--- src/gcm_math_pkg.sv ---
package gcm_math_pkg;

    // ====================
    // Field widths.
    // ====================

    // One GHASH block.
    localparam int NB_BLOCK = 128;

    // Blocks per input word. Also the lane count.
    localparam int N_LANES = 2;

    // Input word as streamed by the caller.
    localparam int NB_WORD = N_LANES * NB_BLOCK;

    // One field of the length block.
    localparam int NB_LENGTH = 64;

    // Reduction constant in reflected bit order.
    localparam logic [NB_BLOCK-1:0] GF_R = {8'he1, {(NB_BLOCK - 8){1'b0}}};

    // ====================
    // Length block.
    // ====================

    // Raw block view, or AAD length over text length.
    typedef union packed
    {
        logic [NB_BLOCK-1:0] raw;
        struct packed
        {
            logic [NB_LENGTH-1:0] aad_bits;
            logic [NB_LENGTH-1:0] text_bits;
        } field;
    } gcm_length_block_u;

    // ====================
    // GF(2^128) multiply.
    // ====================

    // Bit-reflected GCM product.
    // Bit 127 holds the x^0 coefficient.
    function automatic logic [NB_BLOCK-1:0] gf128_mul
    (
        input logic [NB_BLOCK-1:0] a,
        input logic [NB_BLOCK-1:0] b
    );
        logic [NB_BLOCK-1:0] z;
        logic [NB_BLOCK-1:0] v;
        z = {NB_BLOCK{1'b0}};
        v = b;
        // Walk A from its x^0 term upward.
        for (int i = NB_BLOCK - 1; i >= 0; i--)
        begin
            // Add the running multiple of B.
            if (a[i])
            begin
                z = z ^ v;
            end
            // Times x, folding the carry back in.
            if (v[0])
            begin
                v = (v >> 1) ^ GF_R;
            end
            else
            begin
                v = v >> 1;
            end
        end
        return z;
    endfunction

endpackage

--- src/ghash_frame_pkg.sv ---
package ghash_frame_pkg;

    // ====================
    // Frame counters.
    // ====================

    // Remaining-block counter. Up to 1023 blocks per frame.
    localparam int NB_BLOCK_COUNT = 10;

    // Low bits dropped from a bit length to get blocks.
    localparam int LOG2_BLOCK_BITS = 7;

    // Blocks carried by one lane item (1 or 2).
    localparam int NB_WORD_BLOCKS = 2;

    // ====================
    // Feeder states.
    // ====================

    localparam int NB_STATE = 2;
    localparam logic [NB_STATE-1:0] ST_IDLE = 2'd0;
    localparam logic [NB_STATE-1:0] ST_DATA = 2'd1;
    localparam logic [NB_STATE-1:0] ST_LENGTH = 2'd2;

    // Edge accepting the last word to o_tag_ready.
    localparam int TAG_LATENCY = 4;

endpackage

--- src/ghash_feeder.sv ---
`timescale 1ns/10ps

module ghash_feeder
(
    input  logic                                      i_clock,
    input  logic                                      i_reset,
    input  logic                                      i_sop,
    input  logic                                      i_valid_text,
    input  logic [gcm_math_pkg::NB_WORD-1:0]          i_data_word,
    input  logic [gcm_math_pkg::NB_LENGTH-1:0]        i_length_text,
    input  logic [gcm_math_pkg::NB_LENGTH-1:0]        i_length_aad,
    input  logic                                      i_powers_ready,
    input  logic                                      i_clear_fault,
    output logic [gcm_math_pkg::NB_BLOCK-1:0]         o_lane_block0,
    output logic [gcm_math_pkg::NB_BLOCK-1:0]         o_lane_block1,
    output logic                                      o_lane_valid,
    output logic                                      o_first_word,
    output logic                                      o_last_word,
    output logic [ghash_frame_pkg::NB_WORD_BLOCKS-1:0] o_word_blocks,
    output logic                                      o_fault
);

    import gcm_math_pkg::*;
    import ghash_frame_pkg::*;

    logic [NB_STATE-1:0]       state;
    logic [NB_BLOCK_COUNT-1:0] remaining;
    logic [NB_BLOCK_COUNT-1:0] frame_blocks;
    logic [NB_BLOCK_COUNT-1:0] word_remaining;
    logic [NB_BLOCK_COUNT-1:0] word_step;
    logic                      sop_seen;
    logic                      start_frame;
    logic                      sop_fault;
    logic                      accept_word;
    logic                      pair_word;
    logic                      last_data;
    logic                      in_length;
    gcm_length_block_u         length_block;

    // ====================
    // Word decode.
    // ====================

    // Frames carry at least one block.
    assign frame_blocks = i_length_text[LOG2_BLOCK_BITS +: NB_BLOCK_COUNT];

    assign sop_seen    = i_sop & i_valid_text;
    assign start_frame = sop_seen & (state == ST_IDLE) & i_powers_ready;
    // SOP while busy or while H powers settle.
    assign sop_fault   = sop_seen & ((state != ST_IDLE) | ~i_powers_ready);

    // Mid-frame SOP only loses its start meaning.
    assign accept_word = start_frame | ((state == ST_DATA) & i_valid_text);
    assign in_length   = (state == ST_LENGTH);

    // Blocks left, counting this word.
    assign word_remaining = (state == ST_IDLE) ? frame_blocks : remaining;
    assign pair_word      = (word_remaining > NB_BLOCK_COUNT'(1));
    assign last_data      = (word_remaining <= NB_BLOCK_COUNT'(2));
    assign word_step      = pair_word ? NB_BLOCK_COUNT'(2) : NB_BLOCK_COUNT'(1);

    // Length block fields.
    always_comb
    begin
        length_block.field.aad_bits  = i_length_aad;
        length_block.field.text_bits = i_length_text;
    end

    // ====================
    // Frame FSM.
    // ====================

    always_ff @(posedge i_clock)
    begin
        if (i_reset)
        begin
            state     <= ST_IDLE;
            remaining <= '0;
        end
        else
        begin
            case (state)
                ST_IDLE, ST_DATA:
                begin
                    if (accept_word)
                    begin
                        remaining <= word_remaining - word_step;
                        state     <= last_data ? ST_LENGTH : ST_DATA;
                    end
                end
                // Length block goes out, data ignored.
                default:
                begin
                    state <= ST_IDLE;
                end
            endcase
        end
    end

    // ====================
    // Lane registers.
    // ====================

    // Markers travel with the blocks.
    always_ff @(posedge i_clock)
    begin
        if (i_reset)
        begin
            o_lane_valid <= 1'b0;
            o_first_word <= 1'b0;
            o_last_word  <= 1'b0;
        end
        else
        begin
            o_lane_valid <= accept_word | in_length;
            o_first_word <= start_frame;
            o_last_word  <= in_length;
        end
    end

    // Upper half first in message order.
    // A lone block sits in the last lane (H^1).
    always_ff @(posedge i_clock)
    begin
        if (in_length)
        begin
            o_lane_block0 <= '0;
            o_lane_block1 <= length_block.raw;
            o_word_blocks <= NB_WORD_BLOCKS'(1);
        end
        else if (accept_word && pair_word)
        begin
            o_lane_block0 <= i_data_word[NB_WORD-1 -: NB_BLOCK];
            o_lane_block1 <= i_data_word[NB_BLOCK-1:0];
            o_word_blocks <= NB_WORD_BLOCKS'(2);
        end
        else if (accept_word)
        begin
            o_lane_block0 <= '0;
            o_lane_block1 <= i_data_word[NB_WORD-1 -: NB_BLOCK];
            o_word_blocks <= NB_WORD_BLOCKS'(1);
        end
    end

    // Sticky fault. A new fault wins over a clear.
    always_ff @(posedge i_clock)
    begin
        if (i_reset)
        begin
            o_fault <= 1'b0;
        end
        else if (sop_fault)
        begin
            o_fault <= 1'b1;
        end
        else if (i_clear_fault)
        begin
            o_fault <= 1'b0;
        end
    end

endmodule

--- config.mk ---
export PLATFORM = sky130hd
export DESIGN_NAME = ghash_feeder
export DESIGN_NICKNAME = d
export VERILOG_FILES = /design/src/gcm_math_pkg.sv /design/src/ghash_frame_pkg.sv /design/src/ghash_feeder.sv
export SDC_FILE = /design/constraint.sdc
export NUM_CORES = 1
export LEC_CHECK = 0
export BUFFER_PORTS_ARGS = -buffer_cell sky130_fd_sc_hd__buf_2
export CAP_MARGIN = 20
export CORE_AREA = 2 2 251 253
export CTS_BUF_LIST = sky130_fd_sc_hd__clkbuf_4
export DETAILED_ROUTE_END_ITERATION = 8
export DIE_AREA = 0 0 253 255
export GPL_TIMING_DRIVEN = 0
export PLACE_DENSITY = 0.46
export SLEW_MARGIN = 20
export SYNTH_ARGS = -nofsm -noshare
export SYNTH_HDL_FRONTEND = slang
export SYNTH_SLANG_ARGS = --single-unit
--- constraint.sdc ---
create_clock -name i_clock -period 5.2 [get_ports i_clock]
set_input_delay 1.04 -clock i_clock [delete_from_list [all_inputs] [get_ports i_clock]]
set_output_delay 1.04 -clock i_clock [all_outputs]
set_load 0.005 [all_outputs]
==> results.md <==
- Largest net degree at the start of global routing: 74
- Sequential area share after synthesis: 48.77%
- Hold_buf cts: 0
- Ys async rst share: 0%
- Internal: between 4 and 5 mW
- Top Ports: 652
- Seq pwr share: a little over two fifths
- Syn_area_per_cell: 8.882 um2
- Clock skew: between 70 and 80 ps
- Setup WS post-layout: ~580 ps
- Avg WL per Cell: 23.42 um
- CP Cell Sequence: buf_2 > nor2_2 > mux2i_2 > buf_2 > buf_1 > inv_1 > nor2_1 > ha_1 > fa_1 > nand3_1 > nor4b_1 > a221o_1 > a21oi_1
- Vias in the first global route: about 15k
- Maxcap violations: 0
- Final routed DRC violation total: 0
- Critical path's largest stage delay: 590 ps
- Main area contributors after synthesis: edfxtp_1 28%, dfxtp_1 21%, nand2_1 11%
- CP Data Required Time: approximately 5900 ps
- Min Tclk post-route: between 4000 and 5000 ps
- Startpoint Class: register
- Layout cell share with drive strength beyond 1: between 30% and 40%
- Reg2reg path depth: 13
- H-tree levels: 3
- Via density: between 4 and 5
- Die area: 0.06452 mm2
- CTS clk-pin slew, worst paths: around 70 ps
- DRT Pass-1 Iters: 5
- Fmax achieved: 216.2 MHz
- Kind of critical path: reg -> reg
- PortBufs: between 600 and 700
- Final period util: between 80 and 90%
- Routed Antenna Nets: 0
- Placed cell count: between 3k and 4k
- Worst hold slack: 415.9 ps
- CTS resizes: 0
- Area leader, netlist: edfxtp_1
- VDD IR max: around 0.13 mV
- Post-DP HPWL: between 50 and 60 mm
- Final Wtd Congestion: ~0.88
- Crit path depth: 13
- Crit path buffers/inverters: 4
- CTS buffer count: 87
- Max clock buf depth: 3
- Worst Path Max Fanout: 10
- Number of synthesized flops with an enable pin: 128
- Final WL: ~75 mm
- Finished Layout Cells: ~3.2k
- Most used cell, CP: buf_2
- Synthesis Warnings: 0
- Post-Syn Instances: 1562
- Synth Register Bits: between 200 and 300
- Setup TNS: 0 ps
- Core area: roughly 0.062 mm2
- Switching Share: between 30% and 40%
- Synthesized area: approximately 0.014 mm2
- Clk_lat worst skew: roughly 850 ps
- Initial Util: between 20% and 30%
- Hold path cells: 2
- Antenna violations before repair: 28
- CTS tree: done
- Final Core Density: between 30% and 40%
- Area share of the largest cell type after synthesis: approximately 28%
- Dpl ws: 408.9 ps
- Nets: about 2.7k
- Pwr dens: 323.4 mW/mm2
- Combinational share of power: between 15 and 20%
- Net Sw Power: 1.919 mW
- Status: finished clean
- Vias after detailed routing: around 16k
- Rows: 92
- Netlist cell types: 49
- Clock Root Buffer: clkbuf_4
- Tightest Hold Check Type: in -> reg
- CP Capture Type: register
- DRT iter0 DRCs: roughly 990
- Gr usage total: between 20% and 30%
- Main synth FF type: dfxtp_1
- Area Growth Syn to Fin: 39.80%
- RSZ-0062 raised after global routing: no
- Pins Over Slew Limit: 0
- Count leader, synth: nand2_1
- Worst Tran Pin Value: around 1100 ps
- Die Span Y: between 200 and 300 um
- Global-route wire length before repair: 103.7 mm
- Pleak: just under 9 nW
- Syn nets: around 2.0k
- Worst path top cell family by delay: buffers and inverters
- Arr. time, crit path: 5320 ps
- Setup bufs post-CTS: 0
- Max_slew headroom: a little over a quarter
- Clock share of power: roughly two fifths
- CP max stage cell: mux2i_2
- Gr ovfl total: 0
- Commonest cells post-synth: 393 x nand2_1, 146 x dfxtp_1, 136 x a21oi_1
- Die width: between 200 and 300 um
- Final Hold Viols: 0
- CTS sink count: 274
- Reg2Reg Setup Slack: around 580 ps
- Setup violations, final: 0
## power groups by stage
stage | registers, mW | logic, mW | clock network (mW)
after floorplan | 2.72 | 0.509 | 0
after global placement | 2.70 | 1.21 | 0
after detailed placement | 2.70 | 1.22 | 0
after CTS | 2.66 | 1.23 | 2.48
after global routing | 2.69 | 1.33 | 2.60
final | 2.66 | 1.22 | 2.40
## per-layer routing
metal  vias to the layer above  wire length [um]  track usage [%]
met5                         -               195                0
met4                        28              1787            6.526
met3                       136              6758            7.383
met2                       733             36160            37.04
met1                      7459             29850            26.59
li1                       7173                 -                -
## area by class of cell
type / instances / area, um2
diodes: 18 / 45.04
plain buffers: 150 / 625.6
clock buffers: 124 / 930.9
clock inverters: 38 / 251.5
fillers: 6783 / 42760
inverters: 7 / 33.78
multi-input cells: 1131 / 6461
flip-flops and latches: 274 / 6766
well taps: 799 / 999.7
repair buffers: 651 / 3281
## logic make-up (layout without fill, tap and decap cells)
group                      count (synthesis)  after routing  share of synthesized area (%)
xor gates and xnor gates                   2              2                         0.1263
other                                      0             18                              0
DFF                                      274            274                          48.77
adders and majority gates                  3              3                         0.3247
and+or+nand+nor                          576            576                          18.80
buffers and inverters                    157            970                          4.672
AOI/OAI and AO/OA                        544            544                          26.84
muxes                                      6              6                         0.4599
## worst register-to-register path: cells and delay by family (launching register included)
family                     cells  cell delay, ps
AOI/OAI and AO/OA              2             330
adders and majority gates      2             540
buffers and inverters          4            1360
DFF                            1             360
muxes                          1             590
and+or+nand+nor                4            1290
## placed cells by master (no fill, tap or decap), types with 4 or more instances in the layout
master / Yosys / routed
buf_2: 29 / 679
nand2_1: 393 / 393
dfxtp_1: 146 / 146
a21oi_1: 136 / 136
a22o_1: 128 / 128
edfxtp_1: 128 / 128
o21ai_0: 127 / 127
nand2b_1: 124 / 124
clkbuf_4: 0 / 124
o31a_1: 121 / 121
clkbuf_1: 115 / 112
clkinv_1: 0 / 23
diode_2: 0 / 18
nor2_1: 17 / 16
o21ai_1: 9 / 9
and2_1: 8 / 8
a211o_1: 7 / 7
clkinv_2: 0 / 7
inv_1: 7 / 6
nor4_1: 6 / 6
a31oi_1: 6 / 6
mux2i_1: 5 / 5
nand3b_1: 5 / 5
nand3_1: 4 / 4
## through the flow
stage                     total power [mW]  cell area [um2]
after detailed placement             3.918            18170
final                                6.272            19390
after CTS                            6.364            19350
after global routing                 6.610            19380
after floorplan                      3.230            13870
after global placement               3.916            18130
## sequential cells by signal, summed over array words and instances (netlist names)
name / cells
o_lane_block0: 128
o_lane_block1: 128
remaining: 10
o_word_blocks: 2
state: 2
o_fault: 1
o_first_word: 1
o_lane_valid: 1
o_last_word: 1
## final timing paths
| kind | start | end |
|---|---|---|
| worst max-delay path | state[1] | remaining[8] |
| worst min register to register | o_word_blocks[1] | o_word_blocks[1] |
| worst min-delay path | i_data_word[219] | o_lane_block0[91] |
| worst max register to register | state[1] | remaining[8] |
(Power assumes the default switching activity.)
